===== src/rx_pkg.sv =====
// Shared definitions for the serial receive front end
// Word and counter widths, training word, lock limits and the lock FSM states

`default_nettype none

package rx_pkg;

  // Word geometry
  localparam int word_width = 4;

  typedef logic [word_width-1:0] word_t;    // One deserialized word
  typedef logic [1:0]            bit_cnt_t; // Bit position inside a word

  // Shared by the match and the miss counters
  typedef logic [4:0] match_cnt_t;

  // Training word used for word alignment
  // Its four rotations are all different, so only one boundary matches
  localparam word_t train_word = 4'b1100;

  // Consecutive training words needed before lock is declared
  localparam match_cnt_t lock_count = 5'd4;

  // Consecutive bad words in search before the error flag is raised
  localparam match_cnt_t search_limit = 5'd16;

  // Word alignment state
  typedef enum logic {
    lock_search, // Looking for a run of training words
    lock_locked  // Word boundary found
  } lock_state_t;

endpackage : rx_pkg

`default_nettype wire

===== src/serial_rx_top.sv =====
// Serial receive front end
// Link configuration, deserializer and word lock monitor on one clock

`timescale 1ns/100ps
`default_nettype none

module serial_rx_top
  import rx_pkg::*;
(
  input  logic  clk_in_clkbuf,
  input  logic  reset_ibuf,
  input  logic  i1,
  input  logic  i2,
  input  logic  bitslip_adj,
  output word_t data_out,
  output logic  data_valid,
  output logic  dpa_loc,
  output logic  dpa_err
);

  logic rx_enable;  // Deserializer runs while high
  logic slip_pulse; // One strobe per bitslip request

  // Enable and bitslip conditioning
  rx_link_config link_config0 (
    .clk_in_clkbuf (clk_in_clkbuf),
    .reset_ibuf    (reset_ibuf),
    .bitslip_adj   (bitslip_adj),
    .rx_enable     (rx_enable),
    .slip_pulse    (slip_pulse)
  );

  // Word output also feeds the lock monitor
  rx_deserializer deser0 (
    .clk_in_clkbuf (clk_in_clkbuf),
    .reset_ibuf    (reset_ibuf),
    .i1            (i1),
    .i2            (i2),
    .rx_enable     (rx_enable),
    .slip_pulse    (slip_pulse),
    .data_out      (data_out),
    .data_valid    (data_valid)
  );

  rx_lock_monitor lock_mon0 (
    .clk_in_clkbuf (clk_in_clkbuf),
    .reset_ibuf    (reset_ibuf),
    .data_out      (data_out),
    .data_valid    (data_valid),
    .slip_pulse    (slip_pulse),
    .dpa_loc       (dpa_loc),
    .dpa_err       (dpa_err)
  );

endmodule : serial_rx_top

`default_nettype wire


===== src/rx_lock_monitor.sv =====
// Word alignment monitor
// Searches the received words for a run of training words, then reports
// lock, and raises a sticky error when the search runs too long

`timescale 1ns/100ps
`default_nettype none

module rx_lock_monitor
  import rx_pkg::*;
(
  input  logic  clk_in_clkbuf,
  input  logic  reset_ibuf,
  input  word_t data_out,
  input  logic  data_valid,
  input  logic  slip_pulse,
  output logic  dpa_loc,
  output logic  dpa_err
);

  lock_state_t state;
  lock_state_t state_next;
  match_cnt_t  match_cnt;      // Consecutive training words seen
  match_cnt_t  match_cnt_next;
  match_cnt_t  miss_cnt;       // Consecutive other words seen
  match_cnt_t  miss_cnt_next;
  logic        err_flag;
  logic        err_flag_next;
  logic        is_train;

  assign is_train = (data_out == train_word);

  always_comb begin
    state_next     = state;
    match_cnt_next = match_cnt;
    miss_cnt_next  = miss_cnt;
    err_flag_next  = err_flag;

    if (slip_pulse) begin
      // Boundary moved, alignment has to be found again
      state_next     = lock_search;
      match_cnt_next = '0;
      miss_cnt_next  = '0;
    end else if (data_valid) begin
      case (state)
        lock_search: begin
          if (is_train) begin
            miss_cnt_next = '0;
            if (match_cnt + match_cnt_t'(1) == lock_count) begin
              state_next     = lock_locked;
              match_cnt_next = '0;
              err_flag_next  = 1'b0; // Lock clears the error
            end else begin
              match_cnt_next = match_cnt + match_cnt_t'(1);
            end
          end else begin
            match_cnt_next = '0;
            if (miss_cnt + match_cnt_t'(1) >= search_limit) begin
              miss_cnt_next = search_limit; // Saturates at the limit
              err_flag_next = 1'b1;
            end else begin
              miss_cnt_next = miss_cnt + match_cnt_t'(1);
            end
          end
        end

        lock_locked: begin
          // Lock holds until a slip or a reset
          state_next = lock_locked;
        end

        default: begin
          state_next = lock_search;
        end
      endcase
    end
  end

  always_ff @(posedge clk_in_clkbuf or negedge reset_ibuf) begin
    if (!reset_ibuf) begin
      state     <= lock_search;
      match_cnt <= '0;
      miss_cnt  <= '0;
      err_flag  <= 1'b0;
    end else begin
      state     <= state_next;
      match_cnt <= match_cnt_next;
      miss_cnt  <= miss_cnt_next;
      err_flag  <= err_flag_next;
    end
  end

  // Output registers, one cycle behind the internal flags
  always_ff @(posedge clk_in_clkbuf or negedge reset_ibuf) begin
    if (!reset_ibuf) begin
      dpa_loc <= 1'b0;
      dpa_err <= 1'b0;
    end else begin
      dpa_loc <= (state == lock_locked);
      dpa_err <= err_flag;
    end
  end

endmodule : rx_lock_monitor

`default_nettype wire


===== src/rx_deserializer.sv =====
// Serial to parallel converter
// Forms one serial bit per clock from i1 and i2, packs the bits into
// words MSB first and shifts the word boundary by one bit on a slip

`timescale 1ns/100ps
`default_nettype none

module rx_deserializer
  import rx_pkg::*;
(
  input  logic  clk_in_clkbuf,
  input  logic  reset_ibuf,
  input  logic  i1,
  input  logic  i2,
  input  logic  rx_enable,
  input  logic  slip_pulse,
  output word_t data_out,
  output logic  data_valid
);

  localparam bit_cnt_t last_bit = bit_cnt_t'(word_width - 1);

  logic     serial_bit;
  word_t    shift_reg;  // Bits collected so far, newest in the LSB
  word_t    next_word;  // Shift register contents after this cycle
  bit_cnt_t bit_cnt;    // Position of the current bit within the word
  logic     word_done;

  // Serial bit is the product of the two pins
  assign serial_bit = i1 & i2;

  // The current bit is part of the word that completes on this cycle
  assign next_word = {shift_reg[word_width-2:0], serial_bit};

  // A slip cycle holds the position, so the boundary moves by one bit
  assign word_done = rx_enable && !slip_pulse && (bit_cnt == last_bit);

  // Shift register samples every enabled cycle, slip cycles included
  always_ff @(posedge clk_in_clkbuf) begin
    if (rx_enable) begin
      shift_reg <= next_word;
    end
  end

  // Bit position
  always_ff @(posedge clk_in_clkbuf or negedge reset_ibuf) begin
    if (!reset_ibuf) begin
      bit_cnt <= '0;
    end else if (rx_enable && !slip_pulse) begin
      bit_cnt <= bit_cnt + bit_cnt_t'(1); // Wraps after the last bit
    end
  end

  // Word output register and its strobe
  always_ff @(posedge clk_in_clkbuf or negedge reset_ibuf) begin
    if (!reset_ibuf) begin
      data_out   <= '0;
      data_valid <= 1'b0;
    end else begin
      data_valid <= word_done; // One cycle per completed word
      if (word_done) begin
        data_out <= next_word; // Held until the next word replaces it
      end
    end
  end

endmodule : rx_deserializer

`default_nettype wire


===== src/rx_link_config.sv =====
// Receiver link configuration
// Raises the receiver enable once reset is released and turns the
// bitslip_adj level into one slip pulse per rising edge

`timescale 1ns/100ps
`default_nettype none

module rx_link_config
  import rx_pkg::*;
(
  input  logic clk_in_clkbuf,
  input  logic reset_ibuf,
  input  logic bitslip_adj,
  output logic rx_enable,
  output logic slip_pulse
);

  logic bitslip_d; // Previous sample of bitslip_adj
  logic slip_edge;

  // Receiver enable, high from the first edge after reset release
  always_ff @(posedge clk_in_clkbuf or negedge reset_ibuf) begin
    if (!reset_ibuf) begin
      rx_enable <= 1'b0;
    end else begin
      rx_enable <= 1'b1;
    end
  end

  // A held request only counts once
  assign slip_edge = bitslip_adj & ~bitslip_d;

  always_ff @(posedge clk_in_clkbuf or negedge reset_ibuf) begin
    if (!reset_ibuf) begin
      bitslip_d  <= 1'b0;
      slip_pulse <= 1'b0;
    end else begin
      bitslip_d  <= bitslip_adj;
      slip_pulse <= slip_edge & rx_enable; // Slips only while receiving
    end
  end

endmodule : rx_link_config

`default_nettype wire


===== config.mk =====
export PLATFORM = sky130hd
export DESIGN_NAME = serial_rx_top
export DESIGN_NICKNAME = d
export VERILOG_FILES = /design/src/rx_pkg.sv /design/src/serial_rx_top.sv /design/src/rx_lock_monitor.sv /design/src/rx_deserializer.sv /design/src/rx_link_config.sv
export SDC_FILE = /design/constraint.sdc
export NUM_CORES = 1
export LEC_CHECK = 0
export BUFFER_PORTS_ARGS = -buffer_cell sky130_fd_sc_hd__buf_2
export CORE_UTILIZATION = 29
export CTS_CLUSTER_DIAMETER = 50
export CTS_CLUSTER_SIZE = 10
export DETAILED_ROUTE_END_ITERATION = 8
export PLACE_DENSITY = 0.49
export SYNTH_ARGS = -nofsm -noshare
export SYNTH_HDL_FRONTEND = slang
export SYNTH_HIERARCHICAL = 1
export SYNTH_SLANG_ARGS = --single-unit

===== constraint.sdc =====
create_clock -name clk_in_clkbuf -period 2 [get_ports clk_in_clkbuf]
set_input_delay 0.4 -clock clk_in_clkbuf [delete_from_list [all_inputs] [get_ports clk_in_clkbuf]]
set_output_delay 0.4 -clock clk_in_clkbuf [all_outputs]
set_load 0.005 [all_outputs]

Yosys cells after proc, flatten, opt, wreduce, memory -nomap -nowiden
Cells that the tools add are included.
{ "word_totals": {"ff_bits": 27, "input_bits": 5, "out_inout_bits": 7} }
{ "op_classes": {"addsub": 3, "muxes": 18, "eq_ne": 5, "n_reduce_logical": 7, "magnitude_cmp": 1, "n_bitwise": 6} }
{ "op_table": {"columns": ["operator", "n"], "rows": [
  ["two-way mux 5 bit", 10],
  ["adder 5 x 1 -> 5 bit, second input constant", 2],
  ["two-way mux 1 bit", 7],
  ["equality test 5 x 3 -> 1 bit, second input constant", 1],
  ["greater-or-equal comparator 5 bit, second input constant", 1],
  ["AND reduction 5 bit", 1],
  ["equality test 4 bit, second input constant", 1],
  ["!= test 2 bit, second input constant", 2],
  ["nonzero test 2 bit", 2],
  ["bitwise AND 1 bit", 3],
  ["inverter 1 bit", 3],
  ["adder 2 x 1 -> 2 bit, second input constant", 1],
  ["equality test 2 bit, second input constant", 1],
  ["logical AND 1 bit", 2],
  ["case mux 1 bit (2 select lines)", 1],
  ["AND reduction 2 bit", 1],
  ["zero test 1 bit", 1]
]} }

Depth between registers and ports, before layout
Gate-level depths: netlist of the first run.
{ "depth": {"depth_word": 7, "mapped_depth": 5, "depth_no_buf": 5} }

By module
Netlist of the first run, hierarchy kept.
{ "modules_own_cells": {"columns": ["mod", "area_per_inst_um2", "seq_area_each_um2", "n_inst", "cells_each"], "rows": [
  ["rx_lock_monitor", 753.2, 350.3, 1, 76],
  ["rx_deserializer", 394.1, 265.3, 1, 21],
  ["rx_link_config", 87.6, 75.1, 1, 5]
]} }

Worst setup path before layout of the first run
No wires, ideal clock.
{ "synth_path": {"kind": "flip-flop to flip-flop", "start": "reg lock_mon0.match_cnt[0]", "end": "reg lock_mon0.match_cnt[0]", "n_path_buf": 0, "synth_period_minus_slack_ps": 1458, "arrival_ps": 1326, "slack_ps": 542, "stages_incl_launch_ff": 6, "path_cell_list": "dfrtp_1 ha_1 or4b_1 nor4b_1 a21oi_1 nor2_1"} }
{ "synth_between": {"elab_chain_cells": 7} }
{ "synth_rtl": {"columns": ["element", "line_no", "source"], "rows": [
  ["start, declared", "rx_lock_monitor.sv:22", "match_cnt_t match_cnt;"],
  ["start signal, assigned", "rx_lock_monitor.sv:86", "match_cnt <= match_cnt_next;"],
  ["adder 5 x 1 -> 5 bit *", "rx_lock_monitor.sv:48, rx_lock_monitor.sv:53", null],
  ["equality test 5 x 3 -> 1 bit", "rx_lock_monitor.sv:48", "if (match_cnt + match_cnt_t'(1) == lock_count) begin"],
  ["two-way mux 5 bit *", "rx_lock_monitor.sv:48", null],
  ["two-way mux 5 bit *", "rx_lock_monitor.sv:46", "if (is_train) begin"],
  ["two-way mux 5 bit *", "rx_lock_monitor.sv:44", "case (state)"],
  ["two-way mux 5 bit *", "rx_lock_monitor.sv:43", "end else if (data_valid) begin"],
  ["two-way mux 5 bit *", "rx_lock_monitor.sv:38", "if (slip_pulse) begin"]
]} }
Mark *: on every way between the ends. The rest lies on a longest branch, timed or not. The select of a mux whose other input is x is not followed.
A chain may end at the register's enable or synchronous reset.

Worst setup path in the final report of the first run
Ends and elaborated chain as after synthesis.

==> results of run 1 <==
-- layout make-up --
| cell class | count | area share |
|---|---|---|
| Sequential cell | 27 | 0.501 |
| Timing Repair Buffer | 12 | 0.0454 |
| Clock inverter | 1 | 0.00363 |
| Clock buffer | 3 | 0.0299 |
| Multi-Input combinational cell | 71 | 0.372 |
| Tap cell | 50 | 0.0454 |
| Inverter | 1 | 0.00272 |
-- where the power goes --
part           leakage [nW]  internal (mW)  switching (mW)
combinational         0.294          0.223           0.199
sequential            0.340          0.674           0.106
clock                0.0255          0.140           0.168
-- layout by cell type, fill, tap and decap left out, types with 2 or more instances in the layout --
cell | Yosys | routed
clkbuf_8 | 0 | 3
nand4bb_1 | 2 | 2
or3_1 | 3 | 3
buf_2 | 0 | 11
a21oi_2 | 2 | 2
mux2_4 | 4 | 4
nand3_1 | 6 | 6
a21oi_1 | 12 | 12
o21ai_0 | 2 | 2
dfrtp_1 | 24 | 24
nand2_1 | 7 | 7
xnor2_1 | 2 | 2
edfxtp_1 | 3 | 3
ha_1 | 3 | 3
nor2_1 | 7 | 7
nand2b_1 | 2 | 2
-- routing by layer --
metal,up-vias,global-route usage,part of all wire
li1,387,-,-
met5,-,0,0
met2,19,0.176,0.48
met1,387,0.145,0.47
met3,5,0.0304,0.046
met4,0,0.0372,0.011
-- worst paths after layout --
| check | from | endpoint | slack [ns] | depth (start not counted) |
|---|---|---|---|---|
| worst min register to register | lock_mon0/err_flag$_DFFE_PN0P_ | lock_mon0/dpa_err$_DFF_PN0_ | 0.42 | 0 |
| max in group asynchronous | reset_ibuf | deser0/data_valid$_DFF_PN0_ | 1.53 | 1 |
| min in group clk_in_clkbuf | bitslip_adj | link_config0/bitslip_d$_DFF_PN0_ | 0.24 | 1 |
| worst max-delay path | lock_mon0/match_cnt[0]$_DFFE_PN0P_ | lock_mon0/match_cnt[0]$_DFFE_PN0P_ | 0.42 | 5 |
| worst min-delay path | reset_ibuf | deser0/data_out[3]$_DFFE_PN0P_ | 0.1 | 1 |
| worst max register to register | lock_mon0/match_cnt[0]$_DFFE_PN0P_ | lock_mon0/match_cnt[0]$_DFFE_PN0P_ | 0.42 | 5 |
-- metrics by stage --
step	instance area [sq um]	setup WS, ns	hold slack [ns]
2_1_floorplan	1230	0.542	0.104
3_3_place_gp	1330	0.449	0.396
3_5_place_dp	1330	0.441	0.401
4_1_cts	1380	0.425	0.123
5_1_grt	1380	0.298	0.144
6_report	1380	0.419	0.0975
-- cell families (layout without fill, tap and decap cells) --
| logic type | count (synthesis) | in the layout | synth area share |
|---|---|---|---|
| buffers and inverters | 4 | 17 | 0.0253 |
| adders and majority gates | 3 | 3 | 0.0304 |
| DFF | 27 | 27 | 0.559 |
| muxes | 5 | 5 | 0.0578 |
| and+or+nand+nor | 41 | 41 | 0.219 |
| other | 1 | 1 | 0.00304 |
| xor gates and xnor gates | 3 | 3 | 0.0213 |
| AOI/OAI and AO/OA | 18 | 18 | 0.0841 |
==> flow_metrics.py, run 1 <==
metrics = {
    "finish": {
        "multiInputGateArea_sq_um": 513,
        "layout.nets": 124,
        "finalNonFillerCells": 165,
        "fill_cells": 402,
        "seq_area_sq_um": 691,
        "top_regs": "lock_mon0/match_cnt x5, lock_mon0/miss_cnt x5, deser0/data_out x4",
        "area_growth_pct": 11.7,
        "antenna_cells": 0,
        "drive_gt1_frac": 0.226,
        "final_core_util": 0.340,
    },
    "global_routing": {
        "grt_pass1_wl_microns": 3730,
        "grt_pass1_vias": 800,
        "grt_max_degree": 25,
        "antenna_found_initial": 0,
        "gr-total-overflow": 0,
        "grt.total_usage": 0.111,
    },
    "clocking": {
        "cts_made_buffers": 3,
        "post_cts_buffers": 0,
        "ctsHoldBuffers": 0,
        "clkTransAtPathRegs_ns": 0.09,
        "clock_latency_ns": 0.27,
        "clock-sinks": 27,
        "cts_tree": "done",
        "cts_resized": 0,
        "ctsLongestPathBuffers": 2,
        "cts.htree.levels": 1,
        "clockRootBuffer": "clkbuf_8",
    },
    "yosys": {
        "yosysTopAreaCell": "dfrtp_1",
        "ys_types": 37,
        "yosysWarnings": 6,
        "yosys-top-cells-count": "dfrtp_1, a21oi_1, nand2_1, nor2_1, nand3_1",
        "postSynthAreaPerCell_sq_um": 12.1,
        "ys_seq_area_frac": 0.559,
        "synthArstFlopShare": 0.889,
        "synth_most_common_cell": "dfrtp_1",
        "synth_top_area_frac": 0.486,
        "syn-cell-area_sq_um": 1230,
        "synth_flop_cell": "dfrtp_1",
        "ys_top_cells_by_area": "dfrtp_1, edfxtp_1, a21oi_1",
        "synth_edf_count": 3,
        "synthesis.nets": 110,
        "syn_inst": 102,
        "synth-seq-cells": 27,
    },
    "placement": {
        "portBuffers": 11,
        "place.gp.congestion": 0.798,
        "dp_cells": 161,
        "hpwl_microns": 1520,
    },
    "die": {
        "die_x_microns": 67.3,
        "start_util": 0.304,
        "io_pins": 12,
        "dieArea_sq_um": 4520,
        "rows": 23,
        "core-area_sq_um": 4060,
        "die_y_microns": 67.3,
    },
    "route": {
        "ant_nets": 0,
        "via_count": 798,
        "dr.pass1.iters": 4,
        "route.detailed.drc": 0,
        "vias_per_cell": 4.84,
        "drtIter0Drc": 31,
        "avgRoutedWirePerCell_microns": 13.0,
        "wirelength_microns": 2140,
    },
    "critical_path": {
        "cp_max_fo": 4,
        "cpMaxStageDelayCell": "or4b_1",
        "worst_ep_arrival_time_ns": 1.74,
        "cpPeakStageDelay_ns": 0.49,
        "path_delay_family": "simple AND/OR/NAND/NOR gates",
        "crit_type": "register to register",
        "path_buf_inv": 0,
        "required_ns": 2.16,
        "worstSetupEndpointType": "register",
        "start_kind": "register",
        "crit_chain": "ha_1 -> or4b_1 -> nor4b_1 -> a21oi_1 -> nor2_1",
    },
    "timing": {
        "fin_skew_ns": 0.00871,
        "worst_pin_slew_ns": 0.545,
        "fmax_mhz": 633,
        "setup_viol": 0,
        "timing_max_transition_violations_final": 0,
        "fin_crit_ns": 1.58,
        "rsz0062_at_grt": "false",
        "maxSlewHeadroom": 0.637,
        "finalCritPeriodShare": 0.791,
        "finalSetupTns_ns": 0,
        "hold_viol_final": 0,
    },
    "pwr": {
        "ir_drop_uv": 402,
        "p_total_mw": 1.51,
        "powerDensity_nw_per_um2": 1090,
        "p_leak_nw": 0.660,
    },
    "run_status": {
        "run_status": "completed",
    },
    "worst_hold_path": {
        "hp-class": "input port to async pin",
    },
    "run": {
        "maxCapViolations": 0,
    },
}
Note: power is estimated with default switching activity, not from simulation.
==> inputs of run 2 (changes only) <==
PLACE_DENSITY = 0.51   (was 0.49)
clock period = 1.3 ns   (was 2 ns; I/O delays follow)
==> flow_metrics.py, run 2 (same netlist as run 1, synthesis figures left out) <==
metrics = {
    "global_routing": {
        "grt.busiest_layer": "met2",
        "gr-total-overflow": 0,
        "grtUsageMet2": 0.189,
        "antenna_found_initial": 0,
        "grtUsageMet1": 0.154,
        "grt_max_degree": 25,
        "grt_pass1_vias": 838,
        "grt_pass1_wl_microns": 3820,
        "grt.total_usage": 0.115,
        "use_met3": 0.0253,
    },
    "die": {
        "die_x_microns": 67.3,
        "start_util": 0.304,
        "io_pins": 12,
        "die_y_microns": 67.3,
        "rows": 23,
        "core-area_sq_um": 4060,
        "dieArea_sq_um": 4520,
    },
    "critical_path": {
        "ff2ff_path_depth": 5,
        "worst_ep_arrival_time_ns": 1.66,
        "crit_type": "register to register",
        "start_kind": "register",
        "cp_max_fo": 3,
        "required_ns": 1.47,
        "worstSetupEndpointType": "register",
    },
    "finish": {
        "final_cell_mix": "dfrtp_1, buf_4, a21oi_1",
        "drive_gt1_frac": 0.451,
        "layout.nets": 151,
        "area_growth_pct": 36.4,
        "finalNonFillerCells": 192,
        "top_regs": "lock_mon0/match_cnt x5, lock_mon0/miss_cnt x5, deser0/data_out x4",
        "antenna_cells": 0,
    },
    "pwr": {
        "seqPwrFrac": 0.434,
        "powerDensity_nw_per_um2": 1640,
        "swShare": 0.311,
        "power_frac_comb": 0.388,
        "p_total_mw": 2.77,
        "clkPwrFrac": 0.178,
        "ir_drop_uv": 1060,
        "switchingPower_uw": 862,
        "cellInternalPower_mw": 1.91,
        "p_leak_nw": 0.818,
    },
    "clocking": {
        "cts_tree": "done",
        "clkTransAtPathRegs_ns": 0.10,
        "cts_made_buffers": 3,
        "clockRootBuffer": "clkbuf_8",
        "cts.htree.levels": 1,
        "clock-sinks": 27,
        "clock_latency_ns": 0.27,
        "ctsLongestPathBuffers": 2,
    },
    "route": {
        "via_count": 891,
        "route.detailed.drc": 0,
        "vias_per_cell": 4.64,
        "avgRoutedWirePerCell_microns": 12.7,
        "drtIter0Drc": 57,
        "dr.pass1.iters": 4,
        "ant_nets": 0,
        "wirelength_microns": 2440,
    },
    "placement": {
        "dp_cells": 179,
        "portBuffers": 11,
        "dp_slack_ns": -0.167,
        "place.gp.congestion": 0.835,
        "hpwl_microns": 1680,
    },
    "timing": {
        "setup_viol": 7,
        "maxSlewHeadroom": 0.628,
        "fin_crit_ns": 1.50,
        "fmax_mhz": 667,
        "finalSetupTns_ns": -0.621,
        "fin_ws_ns": -0.199,
        "finalCritPeriodShare": 1.15,
        "timing_max_transition_violations_final": 0,
        "rsz0062_at_grt": "true",
        "fin_skew_ns": 0.00790,
        "worst_pin_slew_ns": 0.558,
        "hold_viol_final": 0,
    },
    "run_status": {
        "run_status": "finished, violations left",
        "violations": "negative setup slack",
    },
    "worst_hold_path": {
        "min_path_cells": 1,
        "hp-class": "input port to register",
    },
    "run": {
        "maxCapViolations": 0,
    },
}
## run 2: cell types whose count changed in the layout (fill, tap and decap cells not counted), moves of 2 or more
| cell | previous run | this run |
|---|---|---|
| buf_6 | 0 | 4 |
| nor2_2 | 0 | 2 |
| ha_1 | 3 | 1 |
| buf_4 | 1 | 24 |
| nor2_1 | 7 | 5 |
## run 2: layer usage
| metal | vias up | wire (microns) |
|---|---|---|
| met5 | - | 0 |
| met2 | 10 | 1230 |
| met3 | 2 | 62 |
| met1 | 441 | 1140 |
| li1 | 438 | - |
| met4 | 0 | 7 |
## run 2: area by class of cell
cell class	count	area, sq um
Clock inverter	1	7.51
Sequential cell	27	691
Tap cell	50	62.6
Timing Repair Buffer	39	285
Clock buffer	3	41.3
Multi-Input combinational cell	71	593
Fill cell	398	2370
Inverter	1	3.75
## run 2: stage by stage
stage	hold slack [ns]	utilization	cell area [sq um]
floorplan	-0.0356	-	1240
global placement	0.283	0.363	1470
detailed placement	0.288	0.363	1470
CTS	0.0906	0.386	1570
global route	0.0791	0.415	1680
finish	0.0971	0.415	1680
## run 2: critical path, cell delays in order (launching register included)
cell	delay [ns]
dfrtp_1	0.38
ha_2	0.20
or4b_4	0.49
nor4b_4	0.15
a21oi_1	0.12
nor2_1	0.05
## run 2: worst paths after layout
| check | from | endpoint | slack, ns |
|---|---|---|---|
| worst min register to register | lock_mon0/err_flag$_DFFE_PN0P_ | lock_mon0/dpa_err$_DFF_PN0_ | 0.43 |
| worst max-delay path | lock_mon0/match_cnt[1]$_DFFE_PN0P_ | lock_mon0/match_cnt[0]$_DFFE_PN0P_ | -0.20 |
| max in group asynchronous | reset_ibuf | lock_mon0/match_cnt[3]$_DFFE_PN0P_ | 0.42 |
| worst min-delay path | bitslip_adj | link_config0/bitslip_d$_DFF_PN0_ | 0.1 |
| min in group asynchronous | reset_ibuf | lock_mon0/miss_cnt[0]$_DFFE_PN0P_ | 0.50 |
| worst max register to register | lock_mon0/match_cnt[1]$_DFFE_PN0P_ | lock_mon0/match_cnt[0]$_DFFE_PN0P_ | -0.20 |
## run 2: power groups by stage
stage	logic [mW]	clock network (mW)	registers, mW
2_1_floorplan	0.493	0	1.19
3_3_place_gp	0.872	0	1.19
3_5_place_dp	0.889	0	1.20
4_1_cts	0.924	0.509	1.19
5_1_grt	1.17	0.559	1.22
6_report	1.08	0.492	1.20
## run 2: timing repair
action                     in CTS  in global routing
gates resized for setup         6                 12
pin swaps                       3                 11
setup endpoints to repair      11                 10
hold endpoints to repair       24                  0
hold buffers                    1                  0
setup buffers                   1                  7
gates cloned                    0                  0
==> inputs of run 3 (changes only) <==
GPL_TIMING_DRIVEN = 0   (was unset)
==> flow_metrics.py, run 3 (same netlist as run 1, synthesis figures left out) <==
metrics = {
    "timing": {
        "rsz0062_at_grt": "true",
        "finalSetupTns_ns": -0.640,
        "maxSlewHeadroom": 0.629,
        "hold_viol_final": 0,
        "fin_skew_ns": 0.00462,
        "timing_max_transition_violations_final": 0,
        "fmax_mhz": 680,
        "fin_crit_ns": 1.47,
        "finalCritPeriodShare": 1.13,
        "worst_pin_slew_ns": 0.557,
        "setup_viol": 7,
        "fin_ws_ns": -0.170,
    },
    "global_routing": {
        "grt_pass1_vias": 885,
        "grt.total_usage": 0.119,
        "antenna_found_initial": 0,
        "grt_pass1_wl_microns": 4060,
        "gr-total-overflow": 0,
        "grt_max_degree": 25,
    },
    "route": {
        "via_count": 893,
        "drtIter0Drc": 20,
        "wirelength_microns": 2450,
        "ant_nets": 0,
        "avgRoutedWirePerCell_microns": 13.3,
        "route.detailed.drc": 0,
        "dr.pass1.iters": 4,
        "vias_per_cell": 4.85,
    },
    "finish": {
        "final_cell_mix": "dfrtp_1, buf_4, buf_2, a21oi_1, nand2_1",
        "antenna_cells": 0,
        "fill_cells": 391,
        "layout.nets": 143,
        "area_growth_pct": 32.4,
        "drive_gt1_frac": 0.433,
        "top_regs": "lock_mon0/match_cnt x5, lock_mon0/miss_cnt x5, deser0/data_out x4",
        "layout_commonest_cell": "dfrtp_1",
    },
    "critical_path": {
        "r2r-start": "lock_mon0/match_cnt[0]$_DFFE_PN0P_",
        "cp_max_fo": 3,
        "crit_type": "register to register",
        "rrSetupSlack_ns": -0.17,
        "required_ns": 1.45,
        "crit_chain": "ha_2 -> or4b_4 -> nor4b_4 -> a21oi_2 -> nor2_1",
        "path_buf_inv": 0,
        "rr_endpoint": "lock_mon0/match_cnt[0]$_DFFE_PN0P_",
        "worst_ep_arrival_time_ns": 1.62,
        "cpMaxStageDelayCell": "or4b_4",
        "start_kind": "register",
        "cpPeakStageDelay_ns": 0.49,
        "ff2ff_path_depth": 5,
        "worstSetupEndpointType": "register",
        "path_delay_family": "simple AND/OR/NAND/NOR gates",
    },
    "die": {
        "core-area_sq_um": 4060,
        "die_x_microns": 67.3,
        "rows": 23,
        "die_y_microns": 67.3,
        "dieArea_sq_um": 4520,
        "io_pins": 12,
        "start_util": 0.304,
    },
    "clocking": {
        "cts_made_buffers": 3,
        "clkTransAtPathRegs_ns": 0.10,
        "clockRootBuffer": "clkbuf_8",
        "cts.htree.levels": 1,
        "clock_latency_ns": 0.27,
        "ctsLongestPathBuffers": 2,
        "cts_tree": "done",
        "clock-sinks": 27,
    },
    "worst_hold_path": {
        "worstHoldEndpoint": "link_config0/bitslip_d$_DFF_PN0_",
        "min_path_cells": 1,
        "min_from": "bitslip_adj",
        "hp-class": "input port to register",
    },
    "placement": {
        "portBuffers": 11,
        "place.gp.congestion": 0.742,
        "hpwl_microns": 1550,
    },
    "run_status": {
        "violations": "negative setup slack",
        "run_status": "finished, violations left",
    },
    "pwr": {
        "ir_drop_uv": 1020,
        "p_leak_nw": 0.797,
        "p_total_mw": 2.76,
        "powerDensity_nw_per_um2": 1690,
    },
    "run": {
        "maxCapViolations": 0,
    },
}
==> run 3: cell count changes in the layout (fill, tap and decap cells not counted), sizes merged <==
cell,delta
clkinvlp,-1
buf,-9
dlymetal6s2s,+1
clkinv,+1
==> run 3: how the worst max path moves through the flow <==
stage / from / to / slack [ns] / depth (start not counted)
2_1_floorplan: lock_mon0/match_cnt[0]$_DFFE_PN0P_ / lock_mon0/match_cnt[0]$_DFFE_PN0P_ / -0.15 / 5
3_3_place_gp: lock_mon0/match_cnt[0]$_DFFE_PN0P_ / lock_mon0/match_cnt[0]$_DFFE_PN0P_ / -0.24 / 5
3_5_place_dp: lock_mon0/match_cnt[0]$_DFFE_PN0P_ / lock_mon0/match_cnt[0]$_DFFE_PN0P_ / -0.27 / 5
4_1_cts: lock_mon0/match_cnt[0]$_DFFE_PN0P_ / lock_mon0/match_cnt[0]$_DFFE_PN0P_ / -0.17 / 5
5_1_grt: lock_mon0/match_cnt[0]$_DFFE_PN0P_ / lock_mon0/match_cnt[0]$_DFFE_PN0P_ / -0.24 / 5
6_report: lock_mon0/match_cnt[0]$_DFFE_PN0P_ / lock_mon0/match_cnt[0]$_DFFE_PN0P_ / -0.17 / 5
==> run 3: power breakdown <==
group          leakage, nW  internal [mW]  switching (mW)
clock network       0.0255          0.215           0.266
logic                0.432          0.638           0.447
registers            0.339           1.04           0.159
total                0.797           1.89           0.872
==> run 3: cell type report <==
type / count / area, sq um / share of cell area
buffer: 3 / 28.8 / 0.0176
clock buffer: 3 / 41.3 / 0.0252
clock inverter: 1 / 5.00 / 0.00306
inverter: 1 / 3.75 / 0.00230
multi-input combinational: 71 / 603 / 0.369
sequential: 27 / 692 / 0.423
tap: 50 / 62.6 / 0.0383
timing repair buffer: 28 / 199 / 0.122
==> run 3: layer usage <==
metal / share of wire / global-route usage / up-vias
met3: 0.034 / 0.0270 / 4
met5: 0 / 0 / -
met1: 0.47 / 0.154 / 443
met4: 0.0094 / 0.0319 / 0
met2: 0.49 / 0.198 / 18
li1: - / - / 428
==> run 3: what timing repair did <==
action,4_1_cts,5_1_grt
pin swaps,1,6
setup buffers,8,8
hold endpoints to repair,24,0
resized for setup,5,17
setup endpoints to repair,9,11
hold buffers,1,0
==> run 3: metrics by stage <==
| stage | hold WS, ns | cells | cell area (sq um) | util | setup WS, ns |
|---|---|---|---|---|---|
| finish | 0.102 | 184 | 1640 | 0.403 | -0.170 |
| global route | 0.0910 | 184 | 1640 | 0.403 | -0.236 |
| CTS | 0.100 | 176 | 1500 | 0.371 | -0.169 |
| detailed placement | 0.285 | 163 | 1360 | 0.335 | -0.266 |
| global placement | 0.279 | 163 | 1360 | 0.335 | -0.245 |
| floorplan | -0.0356 | 102 | 1240 | - | -0.152 |
==> run 3: worst register-to-register path, cell delays in order, from the launching register on <==
cell	delay, ns
dfrtp_1	0.37
ha_2	0.19
or4b_4	0.49
nor4b_4	0.16
a21oi_2	0.10
nor2_1	0.05
